$ cat src/logic/ising_pkg.sv
/*
 * Shared widths and types of the digital Ising annealing core.
 * FIELD_BIT and ENERGY_BIT are sized for NUM_SPIN = 8 with 4-bit J and h.
 * Raise them together with NUM_SPIN, BIT_J or BIT_H.
 */
package ising_pkg;

    localparam int NUM_SPIN     = 8;
    localparam int BIT_J        = 4;
    localparam int BIT_H        = 4;
    localparam int ADDR_BIT     = 3;
    localparam int FIELD_BIT    = 8;
    localparam int ENERGY_BIT   = 12;
    localparam int FIFO_DEPTH   = 2;
    localparam int FIFO_PTR_BIT = $clog2(FIFO_DEPTH);
    localparam int FIFO_CNT_BIT = $clog2(FIFO_DEPTH + 1);
    localparam int J_ROW_BIT    = NUM_SPIN * BIT_J;

    typedef logic [NUM_SPIN-1:0]           spin_vec_t;
    typedef logic signed [BIT_J-1:0]       coup_t;
    typedef logic signed [BIT_H-1:0]       bias_t;
    typedef coup_t [NUM_SPIN-1:0]          j_row_t;
    typedef bias_t [NUM_SPIN-1:0]          h_vec_t;
    typedef logic signed [FIELD_BIT-1:0]   field_t;
    typedef logic signed [ENERGY_BIT-1:0]  energy_t;

    typedef enum logic [2:0] {
        OP_NOP,
        OP_WRITE_J,
        OP_WRITE_H,
        OP_LOAD_SPIN,
        OP_WRITE_MASK
    } host_op_e;

    // Data holds a J row, a whole h vector, or a spin vector in the low bits
    typedef struct packed {
        host_op_e               op;
        logic [ADDR_BIT-1:0]    addr;
        logic [J_ROW_BIT-1:0]   data;
    } host_wr_t;

    typedef enum logic [1:0] {
        ST_IDLE,
        ST_SWEEP,
        ST_DRAIN
    } sweep_state_e;

    typedef struct packed {
        logic                   valid;
        logic [ADDR_BIT-1:0]    addr;
    } row_req_t;

    typedef struct packed {
        logic                   valid;
        logic [ADDR_BIT-1:0]    idx;
        j_row_t                 row;
        bias_t                  h;
    } row_data_t;

    typedef struct packed {
        spin_vec_t              spins;
        energy_t                energy;
    } sweep_result_t;

    // h_i plus sum of J_ij * s_j
    function automatic field_t row_field(input j_row_t row, input bias_t bias,
                                         input spin_vec_t spins);
        field_t acc;
        acc = field_t'(bias);
        for (int j = 0; j < NUM_SPIN; j++) begin
            if (spins[j]) begin
                acc = acc + field_t'(row[j]);
            end else begin
                acc = acc - field_t'(row[j]);
            end
        end
        return acc;
    endfunction

endpackage

$ cat src/logic/coupling_mem.sv
/*
 * J rows, h bias, flip mask and host opcode decode.
 * A row read returns its data and bias one cycle after the request.
 * OP_LOAD_SPIN is not stored here, it is passed on as a one-cycle pulse.
 */
`timescale 1ns/1ps

module coupling_mem (
    input  logic                  clk_i,
    input  logic                  rst_n_i,
    input  ising_pkg::host_wr_t   host_wr_i,
    input  ising_pkg::row_req_t   row_req_i,
    output ising_pkg::row_data_t  row_data_o,
    output ising_pkg::spin_vec_t  mask_o,
    output logic                  load_spin_o,
    output ising_pkg::spin_vec_t  init_spin_o
);
    import ising_pkg::*;

    j_row_t                 j_mem [NUM_SPIN];
    h_vec_t                 h_q;
    spin_vec_t              mask_q;
    logic                   rd_valid_q;
    logic [ADDR_BIT-1:0]    rd_idx_q;
    j_row_t                 rd_row_q;
    bias_t                  rd_h_q;

    //////////////////////////////////////////////////////////////////////
    // Host writes
    //////////////////////////////////////////////////////////////////////
    always_ff @(posedge clk_i) begin
        if (!rst_n_i) begin
            for (int i = 0; i < NUM_SPIN; i++) begin
                j_mem[i] <= '0;
            end
            h_q    <= '0;
            mask_q <= '0;
        end else begin
            case (host_wr_i.op)
                OP_WRITE_J:    j_mem[host_wr_i.addr] <= j_row_t'(host_wr_i.data);
                OP_WRITE_H:    h_q <= h_vec_t'(host_wr_i.data);
                OP_WRITE_MASK: mask_q <= host_wr_i.data[NUM_SPIN-1:0];
                default: ;
            endcase
        end
    end

    // Spin load goes straight to the spin register in sweep_ctrl
    assign load_spin_o = (host_wr_i.op == OP_LOAD_SPIN);
    assign init_spin_o = host_wr_i.data[NUM_SPIN-1:0];
    assign mask_o      = mask_q;

    //////////////////////////////////////////////////////////////////////
    // Row read port
    //////////////////////////////////////////////////////////////////////
    always_ff @(posedge clk_i) begin
        if (!rst_n_i) begin
            rd_valid_q <= 1'b0;
        end else begin
            rd_valid_q <= row_req_i.valid;
        end
    end

    always_ff @(posedge clk_i) begin
        if (row_req_i.valid) begin
            rd_idx_q <= row_req_i.addr;
            rd_row_q <= j_mem[row_req_i.addr];
            rd_h_q   <= h_q[row_req_i.addr];
        end
    end

    assign row_data_o = '{
        valid: rd_valid_q,
        idx:   rd_idx_q,
        row:   rd_row_q,
        h:     rd_h_q
    };

endmodule

$ cat src/logic/field_unit.sv
/*
 * Local field of one spin per cycle, from the snapshot spins.
 * Output is registered, one cycle after the row data.
 */
`timescale 1ns/1ps

module field_unit (
    input  logic                                clk_i,
    input  logic                                rst_n_i,
    input  ising_pkg::row_data_t                row_data_i,
    input  ising_pkg::spin_vec_t                spins_i,
    output logic                                upd_valid_o,
    output logic [ising_pkg::ADDR_BIT-1:0]      upd_idx_o,
    output logic                                upd_spin_o,
    output logic                                upd_zero_o
);
    import ising_pkg::*;

    field_t                 field;
    logic                   valid_q;
    logic [ADDR_BIT-1:0]    idx_q;
    logic                   spin_q;
    logic                   zero_q;

    assign field = row_field(row_data_i.row, row_data_i.h, spins_i);

    always_ff @(posedge clk_i) begin
        if (!rst_n_i) begin
            valid_q <= 1'b0;
        end else begin
            valid_q <= row_data_i.valid;
        end
    end

    // Positive field proposes +1, zero field is flagged for keep
    always_ff @(posedge clk_i) begin
        if (row_data_i.valid) begin
            idx_q  <= row_data_i.idx;
            spin_q <= (field > 0);
            zero_q <= (field == '0);
        end
    end

    assign upd_valid_o = valid_q;
    assign upd_idx_o   = idx_q;
    assign upd_spin_o  = spin_q;
    assign upd_zero_o  = zero_q;

endmodule

$ cat src/logic/energy_unit.sv
/*
 * Energy of the snapshot spins, accumulated one row per cycle.
 * Rows must arrive in order, starting at index 0 and ending at NUM_SPIN-1.
 * The done pulse comes with the registered total.
 */
`timescale 1ns/1ps

module energy_unit (
    input  logic                  clk_i,
    input  logic                  rst_n_i,
    input  ising_pkg::row_data_t  row_data_i,
    input  ising_pkg::spin_vec_t  spins_i,
    output ising_pkg::energy_t    energy_o,
    output logic                  done_o
);
    import ising_pkg::*;

    field_t     row_sum;
    energy_t    term;
    energy_t    acc_q;
    logic       done_q;

    // Row term is -s_i * (sum_j J_ij * s_j + h_i)
    always_comb begin
        row_sum = row_field(row_data_i.row, row_data_i.h, spins_i);
        if (spins_i[row_data_i.idx]) begin
            term = -energy_t'(row_sum);
        end else begin
            term = energy_t'(row_sum);
        end
    end

    always_ff @(posedge clk_i) begin
        if (!rst_n_i) begin
            acc_q  <= '0;
            done_q <= 1'b0;
        end else begin
            done_q <= row_data_i.valid
                   && (row_data_i.idx == ADDR_BIT'(NUM_SPIN - 1));
            if (row_data_i.valid) begin
                // First row restarts the sum
                if (row_data_i.idx == '0) begin
                    acc_q <= term;
                end else begin
                    acc_q <= acc_q + term;
                end
            end
        end
    end

    assign energy_o = acc_q;
    assign done_o   = done_q;

endmodule

$ cat src/logic/sweep_ctrl.sv
/*
 * Sweep FSM, row addressing and the spin register.
 * Spins seen by the datapath stay fixed for the whole sweep.
 * A start is dropped while busy or while the result FIFO is full.
 */
`timescale 1ns/1ps

module sweep_ctrl (
    input  logic                                clk_i,
    input  logic                                rst_n_i,
    input  logic                                start_i,
    input  logic                                fifo_full_i,
    input  logic                                load_spin_i,
    input  ising_pkg::spin_vec_t                init_spin_i,
    input  ising_pkg::spin_vec_t                mask_i,
    input  logic                                upd_valid_i,
    input  logic [ising_pkg::ADDR_BIT-1:0]      upd_idx_i,
    input  logic                                upd_spin_i,
    input  logic                                upd_zero_i,
    input  ising_pkg::energy_t                  energy_i,
    input  logic                                energy_done_i,
    output ising_pkg::row_req_t                 row_req_o,
    output ising_pkg::spin_vec_t                spins_o,
    output logic                                push_o,
    output ising_pkg::sweep_result_t            result_o,
    output logic                                busy_o
);
    import ising_pkg::*;

    sweep_state_e           state_q;
    logic [ADDR_BIT-1:0]    row_cnt_q;
    spin_vec_t              spin_q;
    spin_vec_t              new_q;
    spin_vec_t              new_d;
    logic                   push_q;
    sweep_result_t          result_q;
    logic                   start_ok;

    assign busy_o   = (state_q != ST_IDLE) || push_q;
    assign start_ok = start_i && !busy_o && !fifo_full_i;

    // Masked spins and zero fields keep the snapshot value
    always_comb begin
        new_d = new_q;
        if (upd_valid_i && !mask_i[upd_idx_i] && !upd_zero_i) begin
            new_d[upd_idx_i] = upd_spin_i;
        end
    end

    //////////////////////////////////////////////////////////////////////
    // FSM
    //////////////////////////////////////////////////////////////////////
    always_ff @(posedge clk_i) begin
        if (!rst_n_i) begin
            state_q   <= ST_IDLE;
            row_cnt_q <= '0;
            spin_q    <= '0;
            new_q     <= '0;
            push_q    <= 1'b0;
        end else begin
            push_q <= 1'b0;
            case (state_q)
                ST_IDLE: begin
                    if (load_spin_i) begin
                        spin_q <= init_spin_i;
                    end
                    if (start_ok) begin
                        state_q   <= ST_SWEEP;
                        row_cnt_q <= '0;
                        new_q     <= spin_q;
                    end
                end
                ST_SWEEP: begin
                    new_q     <= new_d;
                    row_cnt_q <= row_cnt_q + 1'b1;
                    if (row_cnt_q == ADDR_BIT'(NUM_SPIN - 1)) begin
                        state_q <= ST_DRAIN;
                    end
                end
                ST_DRAIN: begin
                    new_q <= new_d;
                    // Last field update lands together with done
                    if (energy_done_i) begin
                        spin_q  <= new_d;
                        push_q  <= 1'b1;
                        state_q <= ST_IDLE;
                    end
                end
                default: state_q <= ST_IDLE;
            endcase
        end
    end

    always_ff @(posedge clk_i) begin
        if (state_q == ST_DRAIN && energy_done_i) begin
            result_q <= '{spins: new_d, energy: energy_i};
        end
    end

    assign row_req_o = '{valid: (state_q == ST_SWEEP), addr: row_cnt_q};
    assign spins_o   = spin_q;
    assign push_o    = push_q;
    assign result_o  = result_q;

endmodule

$ cat src/logic/result_fifo.sv
/*
 * Small circular FIFO of sweep results.
 * Pop on empty is dropped; push on full only goes in with a pop.
 */
`timescale 1ns/1ps

module result_fifo (
    input  logic                      clk_i,
    input  logic                      rst_n_i,
    input  logic                      push_i,
    input  ising_pkg::sweep_result_t  push_data_i,
    input  logic                      pop_i,
    output logic                      full_o,
    output logic                      valid_o,
    output ising_pkg::sweep_result_t  head_o
);
    import ising_pkg::*;

    sweep_result_t              mem [FIFO_DEPTH];
    logic [FIFO_PTR_BIT-1:0]    wr_ptr_q;
    logic [FIFO_PTR_BIT-1:0]    rd_ptr_q;
    logic [FIFO_CNT_BIT-1:0]    count_q;
    logic                       do_push;
    logic                       do_pop;

    assign full_o  = (count_q == FIFO_CNT_BIT'(FIFO_DEPTH));
    assign valid_o = (count_q != '0);
    assign do_pop  = pop_i && valid_o;
    assign do_push = push_i && (!full_o || do_pop);

    always_ff @(posedge clk_i) begin
        if (!rst_n_i) begin
            wr_ptr_q <= '0;
            rd_ptr_q <= '0;
            count_q  <= '0;
        end else begin
            if (do_push) begin
                wr_ptr_q <= (wr_ptr_q == FIFO_PTR_BIT'(FIFO_DEPTH - 1)) ? '0 : wr_ptr_q + 1'b1;
            end
            if (do_pop) begin
                rd_ptr_q <= (rd_ptr_q == FIFO_PTR_BIT'(FIFO_DEPTH - 1)) ? '0 : rd_ptr_q + 1'b1;
            end
            case ({do_push, do_pop})
                2'b10:   count_q <= count_q + 1'b1;
                2'b01:   count_q <= count_q - 1'b1;
                default: count_q <= count_q;
            endcase
        end
    end

    always_ff @(posedge clk_i) begin
        if (do_push) begin
            mem[wr_ptr_q] <= push_data_i;
        end
    end

    assign head_o = mem[rd_ptr_q];

endmodule

$ cat src/logic/ising_core.sv
/*
 * Digital Ising annealing core, one full sweep per start pulse.
 * Latency from accepted start to result in the FIFO is NUM_SPIN+3 cycles.
 * Host writes are only allowed while busy_o is low.
 */
`timescale 1ns/1ps

module ising_core (
    input  logic                      clk_i,
    input  logic                      rst_n_i,
    input  ising_pkg::host_wr_t       host_wr_i,
    input  logic                      start_i,
    input  logic                      pop_i,
    output logic                      busy_o,
    output logic                      result_valid_o,
    output ising_pkg::sweep_result_t  result_o
);
    import ising_pkg::*;

    row_req_t               row_req;
    row_data_t              row_data;
    spin_vec_t              mask;
    spin_vec_t              init_spin;
    spin_vec_t              snap_spins;
    logic                   load_spin;
    logic                   upd_valid;
    logic [ADDR_BIT-1:0]    upd_idx;
    logic                   upd_spin;
    logic                   upd_zero;
    energy_t                energy;
    logic                   energy_done;
    logic                   fifo_full;
    logic                   push;
    sweep_result_t          push_data;

    //////////////////////////////////////////////////////////////////////
    // Storage
    //////////////////////////////////////////////////////////////////////
    coupling_mem u_coupling_mem (
        .clk_i          (clk_i          ),
        .rst_n_i        (rst_n_i        ),
        .host_wr_i      (host_wr_i      ),
        .row_req_i      (row_req        ),
        .row_data_o     (row_data       ),
        .mask_o         (mask           ),
        .load_spin_o    (load_spin      ),
        .init_spin_o    (init_spin      )
    );

    //////////////////////////////////////////////////////////////////////
    // Datapath
    //////////////////////////////////////////////////////////////////////
    field_unit u_field_unit (
        .clk_i          (clk_i          ),
        .rst_n_i        (rst_n_i        ),
        .row_data_i     (row_data       ),
        .spins_i        (snap_spins     ),
        .upd_valid_o    (upd_valid      ),
        .upd_idx_o      (upd_idx        ),
        .upd_spin_o     (upd_spin       ),
        .upd_zero_o     (upd_zero       )
    );

    energy_unit u_energy_unit (
        .clk_i          (clk_i          ),
        .rst_n_i        (rst_n_i        ),
        .row_data_i     (row_data       ),
        .spins_i        (snap_spins     ),
        .energy_o       (energy         ),
        .done_o         (energy_done    )
    );

    //////////////////////////////////////////////////////////////////////
    // Control and results
    //////////////////////////////////////////////////////////////////////
    sweep_ctrl u_sweep_ctrl (
        .clk_i          (clk_i          ),
        .rst_n_i        (rst_n_i        ),
        .start_i        (start_i        ),
        .fifo_full_i    (fifo_full      ),
        .load_spin_i    (load_spin      ),
        .init_spin_i    (init_spin      ),
        .mask_i         (mask           ),
        .upd_valid_i    (upd_valid      ),
        .upd_idx_i      (upd_idx        ),
        .upd_spin_i     (upd_spin       ),
        .upd_zero_i     (upd_zero       ),
        .energy_i       (energy         ),
        .energy_done_i  (energy_done    ),
        .row_req_o      (row_req        ),
        .spins_o        (snap_spins     ),
        .push_o         (push           ),
        .result_o       (push_data      ),
        .busy_o         (busy_o         )
    );

    result_fifo u_result_fifo (
        .clk_i          (clk_i          ),
        .rst_n_i        (rst_n_i        ),
        .push_i         (push           ),
        .push_data_i    (push_data      ),
        .pop_i          (pop_i          ),
        .full_o         (fifo_full      ),
        .valid_o        (result_valid_o ),
        .head_o         (result_o       )
    );

endmodule

$ cat config.mk
export PLATFORM = sky130hd
export DESIGN_NAME = ising_core
export DESIGN_NICKNAME = d
export VERILOG_FILES = /design/src/logic/ising_pkg.sv /design/src/logic/coupling_mem.sv /design/src/logic/field_unit.sv /design/src/logic/energy_unit.sv /design/src/logic/sweep_ctrl.sv /design/src/logic/result_fifo.sv /design/src/logic/ising_core.sv
export SDC_FILE = /design/constraint.sdc
export NUM_CORES = 1
export LEC_CHECK = 0
export ABC_CLOCK_PERIOD_IN_PS = 17690
export CAP_MARGIN = 0
export CORE_AREA = 2 2 254 256
export CTS_CLUSTER_DIAMETER = 200
export DETAILED_ROUTE_END_ITERATION = 10
export DIE_AREA = 0 0 256 258
export DONT_BUFFER_PORTS = 1
export GPL_ROUTABILITY_DRIVEN = 0
export HOLD_SLACK_MARGIN = 0.06
export SYNTH_ARGS = -nofsm -noshare
export SYNTH_HDL_FRONTEND = slang
export SYNTH_SLANG_ARGS = --single-unit
$ cat constraint.sdc
create_clock -name clk_i -period 17.69 [get_ports clk_i]
set_input_delay 4.4225 -clock clk_i [delete_from_list [all_inputs] [get_ports clk_i]]
set_output_delay 4.4225 -clock clk_i [all_outputs]
set_load 0.01 [all_outputs]
==> Word level (Yosys, flattened, before mapping) <==
Memory sizes are Yosys's and may differ from the RTL's. A register that Yosys moved wholly into a read port is not among the register bits.
Index checks and enable logic that the tools add are counted.
{ "word_totals": {"register_bits": 113, "memories": 2, "output_inout_bits": 22, "ram_bits": 296, "elab_cells": 150} }
{ "memory_table": {"columns": ["memory", "words", "width", "rd", "rd_clocked_by_memory_dff", "write_ports", "line_no", "text"], "rows": [
  ["u_coupling_mem.j_mem", 8, 32, 1, 1, 8, "coupling_mem.sv:20", "j_row_t j_mem [NUM_SPIN];"],
  ["u_result_fifo.mem", 2, 20, 1, 1, 1, "result_fifo.sv:19", "sweep_result_t mem [FIFO_DEPTH];"]
]} }
{ "classes": {"order_cmp": 5, "n_reduce_logical": 31, "n_mux": 46, "n_addsub": 23, "n_eq_ne": 15} }
{ "ops": {"columns": ["operator", "n"], "rows": [
  ["two-way mux 8 bit", 12],
  ["adder 8 x 4 -> 8 bit", 7],
  ["subtractor 8 x 4 -> 8 bit", 7],
  ["two-way mux 32 bit", 1],
  ["one-hot mux 8 bit (2 select lines)", 2],
  ["OR reduction 32 bit", 1],
  ["two-way mux 12 bit", 2],
  ["two-way mux 1 bit", 15],
  ["adder 12 bit", 1],
  ["binary-select mux 4 bit (select 3 bit)", 1],
  ["less-than comparator 3 x 4 -> 1 bit (second input constant)", 3],
  ["negation 8 -> 12 bit", 1],
  ["nonzero test 2 bit", 6],
  ["== test 3 bit (second input constant)", 3],
  ["logical AND 1 bit", 9],
  ["bitwise mux 8 bit", 1],
  ["> comparator 8 x 1 -> 1 bit (second input constant)", 1],
  ["logical NOT 8 bit", 1],
  ["binary-select mux 1 bit (select 3 bit)", 2],
  ["== test 2 bit (second input constant)", 3],
  ["== test 3 x 2 -> 1 bit (second input constant)", 2],
  ["two-way mux 2 bit", 3],
  ["two-way mux 3 bit", 2],
  ["one-hot mux 2 bit (3 select lines)", 1],
  ["22 further kinds", 33]
]} }

==> Logic depth before layout (Yosys ltp) <==
{ "logic_depth": {"ltp_word": 20, "ltp_mapped": 44} }

==> Modules after synthesis <==
A second synthesis with hierarchy kept.
{ "unflattened": {"cells_unflattened": 2074, "area_unflattened_um2": 25164.1} }
{ "by_module_without_submodules": {"columns": ["mod", "cells_per_inst", "area_each_um2", "seq_area_each_um2", "instances"], "rows": [
  ["coupling_mem", 905, 14421.3, 9679.3, 1],
  ["energy_unit", 526, 4117.7, 260.2, 1],
  ["field_unit", 374, 2991.6, 170.2, 1],
  ["sweep_ctrl", 181, 1959.4, 1041.0, 1],
  ["result_fifo", 88, 1674.1, 1301.2, 1]
]} }

==> Worst setup path after synthesis <==
OpenSTA, ideal clock, no wires.
{ "synth_timing": {"kind": "register to register", "start": "reg u_coupling_mem.rd_row_q (netlist bit u_coupling_mem.row_data_o[4]) (read register of u_coupling_mem.j_mem)", "end": "reg u_energy_unit.acc_q[11], in the netlist u_energy_unit.energy_o[11]", "arrival_time_ns": 8.405, "slack_ns": 9.165, "path_buffers": 0, "setup_time_ns": 0.120, "stages_incl_launch_ff": 39, "required_time_ns": 17.570, "cell_sequence": "edfxtp_1 > inv_1 > ha_1 > mux2_2 > inv_1 > fa_1 > inv_1 > fa_1 > inv_1 > fa_1 > inv_1 > fa_1 > fa_1 > fa_1 > a21o_1 > a21oi_1 > xnor2_1 > ha_1 > [3 not listed] > nor2b_1 > ha_1 > o21ai_0 > o21bai_1 > a21oi_1 > xnor3_1 > xnor3_2 > nand2_1 > ha_1 > mux2i_1 > ha_1 > inv_1 > nor2_1 > a21oi_1 > o21bai_1 > a21o_1 > a21boi_1 > o31a_1"} }
{ "synth_between": {"elab_chain_cells": 20} }
{ "synth_rtl": {"columns": ["item", "line_no", "text"], "rows": [
  ["start, declared", "coupling_mem.sv:25", "j_row_t rd_row_q;"],
  ["subtractor 4 x 4 -> 5 bit / adder 4 x 4 -> 5 bit (equally long branches)", "ising_pkg.sv:74, ising_pkg.sv:72", null],
  ["two-way mux 8 bit (*)", "ising_pkg.sv:71", "if (spins[j]) begin"],
  ["subtractor 8 x 4 -> 8 bit / adder 8 x 4 -> 8 bit (equally long branches)", "ising_pkg.sv:74, ising_pkg.sv:72", null],
  ["two-way mux 8 bit (*)", "ising_pkg.sv:71", null],
  ["subtractor 8 x 4 -> 8 bit / adder 8 x 4 -> 8 bit (equally long branches)", "ising_pkg.sv:74, ising_pkg.sv:72", null],
  ["two-way mux 8 bit (*)", "ising_pkg.sv:71", null],
  ["subtractor 8 x 4 -> 8 bit / adder 8 x 4 -> 8 bit (equally long branches)", "ising_pkg.sv:74, ising_pkg.sv:72", null],
  ["two-way mux 8 bit (*)", "ising_pkg.sv:71", null],
  ["[4 not listed]", null, null],
  ["subtractor 8 x 4 -> 8 bit / adder 8 x 4 -> 8 bit (equally long branches)", "ising_pkg.sv:74, ising_pkg.sv:72", null],
  ["two-way mux 8 bit (*)", "ising_pkg.sv:71", null],
  ["subtractor 8 x 4 -> 8 bit / adder 8 x 4 -> 8 bit (equally long branches)", "ising_pkg.sv:74, ising_pkg.sv:72", null],
  ["two-way mux 8 bit (*)", "ising_pkg.sv:71", null],
  ["negation 8 -> 12 bit", "energy_unit.sv:27", "term = -energy_t'(row_sum);"],
  ["two-way mux 12 bit (*)", "energy_unit.sv:26", "if (spins_i[row_data_i.idx]) begin"],
  ["adder 12 bit", "energy_unit.sv:45", "acc_q <= acc_q + term;"],
  ["two-way mux 12 bit (*)", "energy_unit.sv:42", "if (row_data_i.idx == '0) begin"],
  ["end signal, assigned", "energy_unit.sv:43", "acc_q <= term;"],
  ["end signal, assigned", "energy_unit.sv:45", null],
  ["end, declared", "energy_unit.sv:20", "energy_t acc_q;"]
]} }
Mark *: on every way between the ends. The rest lies on a longest branch, timed or not.
A chain may end at the register's enable or synchronous reset.

==> Worst setup path in the final report <==
{ "layout_timing": {"start": "reg u_coupling_mem.rd_row_q (netlist bit u_coupling_mem.row_data_o[5]) (read register of u_coupling_mem.j_mem)", "end": "reg u_energy_unit.acc_q[11], in the netlist u_energy_unit.energy_o[11]"} }
Same word-level chain as after synthesis.

==> metrics.csv <==
stage;metric;value;unit
synth;Post-Synth XOR/XNOR Area;3.05;%
synth;area leader, netlist;edfxtp_1;
synth;sequential area share after synthesis;56.5;%
setup_path;crit end category;register;
floorplanning;DIE HEIGHT;258;µm
global_routing;total grt overflow;0;
clock_tree;CTS buffer count;49;
synth;Adder-Cell Fraction of Synth Area;5.70;%
synth;area of the mapped netlist;0.0220;mm²
setup_path;kind of critical path;register to register;
setup_path;Critical Path RT;18.17;ns
setup_path;slowest CP cell;fa_1;
timing;RSZ-0062 raised after global routing;false;
timing;setup TNS;0;ns
placed_design;Placed Instances;2498;
synth;post-synthesis async set-or-reset flop share;0;%
setup_path;largest fanout on the critical path;6;
global_routing;vias in the first global route;13600;
synth;synthesized flop and latch total;442;
setup_path;path depth of the worst reg2reg path;41;
clock_tree;hold buffer count at CTS;0;
timing;FMAX;109;MHz
synth;Yosys top cell area share;49.1;%
clock_tree;post-CTS setup buffer count;0;
timing;period utilisation layout;52.1;%
synth;Post-Syn Nets;1852;
setup_path;Buf+Inv Stages, Crit Path;7;
floorplanning;Initial Util;34.6;%
placed_design;buffers added on ports;0;
global_routing;Total GRT Usage;15.7;%
setup_path;r2r setup slk;8.48;ns
floorplanning;Total Die Area;0.0660;mm²
synth;dominant combinational cell family by area after synthesis;multiplexers;
floorplanning;Site Rows;93;
placed_design;DP Area;0.0230;mm²
clock_tree;CTS tree;built;
cells_and_area;nets@finish;1831;
worst_hold_path;hold path start;u_sweep_ctrl.result_o[4]$_DFFE_PP_;
run_status;outcome;complete, no violations;
floorplanning;num ports;64;
synth;syn avg cell area;12.8;µm²
cells_and_area;final instance area;0.0246;mm²
drt;Via density;4.98;
clock_tree;Root Buffer;clkbuf_16;
setup_path;family with the most delay on the worst path;adder cells;
setup_path;CP dominant cell by count;inv_1;
clock_tree;Worst-path clk slew;0.06;ns
placed_design;HPWL after detailed placement;32.2;mm
synth;synth warn;0;
synth;Most used DFF post-synth;edfxtp_1;
drt;drt first pass iters;5;
timing;Max Transition Viols Final;0;
timing;Clock Skews;0.0291;ns
synth;Compound-Gate Fraction of Synth Area;5.18;%
global_routing;first-pass GRT wire length;79.8;mm
cells_and_area;layout cells sized above 1;15.3;%
clock_tree;htree depth;2;
global_routing;initial antenna violation count;1;
floorplanning;total core area;0.0636;mm²
setup_path;capture point of the worst reg-to-reg path;u_energy_unit.energy_o[11]$_SDFFE_PN0P_;
setup_path;origin of the critical flop-to-flop path;u_coupling_mem.row_data_o[5]$_DFFE_PP_;
timing;Tightest Pin Transition;1.08;ns
synth;Post-synth EDFFs;360;
setup_path;critical path depth;41;
setup_path;CP arrival;9.69;ns
floorplanning;Die X;256;µm
drt;initial DRC count;751;
global_routing;largest net degree at the start of global routing;74;
setup_path;CP peak stage delay;0.54;ns
synth;unique cell type count in the Yosys netlist;54;
timing;Setup-failing EPs final;0;
cells_and_area;Area Growth Syn to Fin;11.5;%
worst_hold_path;hold path depth;0;
clock_tree;Skew-Pair Late Insertion Delay;0.60;ns
cells_and_area;final std cells w/o fill;2592;
run;Max Cap Viol;0;
synth;simple-gate share of the synthesized area;13.3;%
clock_tree;worst-case clock buffer depth;3;
drt;# DRC;0;
timing;Final Hold Vio Count;0;
clock_tree;post-CTS sizing;0;
setup_path;Worst Setup Start Kind;register;
synth;top cells by area, synth;edfxtp_1 49%, mux4_2 7.5%, dfxtp_1 7.4%, and2_1 7.4%, ha_1 4.9%;
worst_hold_path;Hold Crit Class;register to register;
clock_tree;CTS sink cnt;442;
drt;via count;12900;
worst_hold_path;Worst Hold End;u_result_fifo.mem[1][4]$_DFFE_PP_;
drt;drt total wl;51.1;mm
drt;Routed WL per cell;19.7;µm
drt;Final ANT Viol Nets;0;
synth;Cells after Synth;1715;
timing;normalized max-slew margin;27.7;%
timing;min cycle time layout;9.21;ns
synth;fraction of synthesized area in multiplexers;13.3;%
-- cell families (layout without fill, tap and decap cells) --
kind of cell	after synthesis	count (layout)
simple gates	547	547
flops	442	442
compound gates	198	198
mux	191	191
buf+inv	170	190
fa+ha+maj	95	95
xor+xnor	72	72
other cells	0	2
-- layer usage --
layer / track usage [%] / vias up / part of all wire [%]
li1: - / 6119 / -
met1: 20.3 / 6483 / 44
met2: 27.0 / 239 / 49
met3: 2.90 / 78 / 4.7
met4: 4.22 / 0 / 2.1
met5: 0 / - / 0
-- placed cells by master (no fill, tap or decap), types with 7 or more instances in the layout --
cell       synthesis  routed
nor2_1           101      95
dfxtp_1           82      79
clkinv_2           0       9
nand3_1           11      11
edfxtp_1         360     360
ha_1              86      85
and2_1           259     259
clkbuf_16          0      49
xor2_1            24      24
o21bai_1          14      14
nor3_1            15      12
a21o_1            15      15
mux2i_1           49      49
buf_4              0      21
mux4_2            73      73
or2_2              9       9
nand2b_1          15      13
mux2_2            67      67
xnor2_1           45      45
o21ai_0           42      36
nor2b_1           14      14
fa_1               9       9
a21oi_1           97      97
nand2_1           97      97
a211oi_1           7       7
clkbuf_1          74      18
inv_1             77      76
-- flip-flops by register name, indices dropped and copies added, names as in the netlist, 3 cells and up, named ones only --
signal and count:
u_coupling_mem.mask_o 8, u_coupling_mem.row_data_o 32, u_coupling_mem.j_mem 256, u_coupling_mem.rd_idx_q 3, u_sweep_ctrl.row_cnt_q 3, u_energy_unit.energy_o 12, u_sweep_ctrl.new_q 8, u_sweep_ctrl.result_o 20
u_result_fifo.mem 40, u_coupling_mem.h_q 32, u_coupling_mem.rd_h_q 4, u_sweep_ctrl.spins_o 8, u_field_unit.upd_idx_o 3
-- through the flow --
step	utilization (%)	hold WS [ns]	setup slack [ns]
2_1_floorplan	-	0.421	9.17
3_3_place_gp	36.2	0.425	8.75
3_5_place_dp	36.2	0.430	8.43
4_1_cts	38.6	0.444	8.38
5_1_grt	38.6	0.449	7.82
6_report	38.6	0.442	8.48
-- area by class of cell --
cell class              instances  area, µm²
clock buffers                  71       1350
multi-input cells            1103       9070
fillers                      6009      39100
clock inverters                21        183
well taps                     855       1070
repair buffers                 21        158
flip-flops and latches        442      12500
diodes                          2       5.00
inverters                      77        289
-- synthesized netlist by cell type (11+ instances only) --
| master | number |
|---|---|
| a21oi_1 | 97 |
| nand2_1 | 97 |
| and2_1 | 259 |
| mux2i_1 | 49 |
| xor2_1 | 24 |
| nor2b_1 | 14 |
| o21bai_1 | 14 |
| mux2_2 | 67 |
| buf_1 | 12 |
| inv_1 | 77 |
| o21ai_0 | 42 |
| xnor2_1 | 45 |
| ha_1 | 86 |
| nand2b_1 | 15 |
| mux4_2 | 73 |
| nand3_1 | 11 |
| a21o_1 | 15 |
| nor2_1 | 101 |
| edfxtp_1 | 360 |
| dfxtp_1 | 82 |
| clkbuf_1 | 74 |
| nor3_1 | 15 |
-- worst max-delay path by stage --
stage	from	endpoint	slack, ns
2_1_floorplan	u_coupling_mem.row_data_o[4]$_DFFE_PP_	u_energy_unit.energy_o[11]$_SDFFE_PN0P_	9.17
3_3_place_gp	u_coupling_mem.row_data_o[4]$_DFFE_PP_	u_energy_unit.energy_o[11]$_SDFFE_PN0P_	8.75
3_5_place_dp	u_coupling_mem.row_data_o[5]$_DFFE_PP_	u_energy_unit.energy_o[11]$_SDFFE_PN0P_	8.43
4_1_cts	u_coupling_mem.row_data_o[5]$_DFFE_PP_	u_energy_unit.energy_o[11]$_SDFFE_PN0P_	8.38
5_1_grt	u_coupling_mem.row_data_o[5]$_DFFE_PP_	u_energy_unit.energy_o[11]$_SDFFE_PN0P_	7.82
6_report	u_coupling_mem.row_data_o[5]$_DFFE_PP_	u_energy_unit.energy_o[11]$_SDFFE_PN0P_	8.48
Power is left out: the tool's default activity adds up to more than one toggle a clock period on the data nets, which glitch-free logic cannot reach.
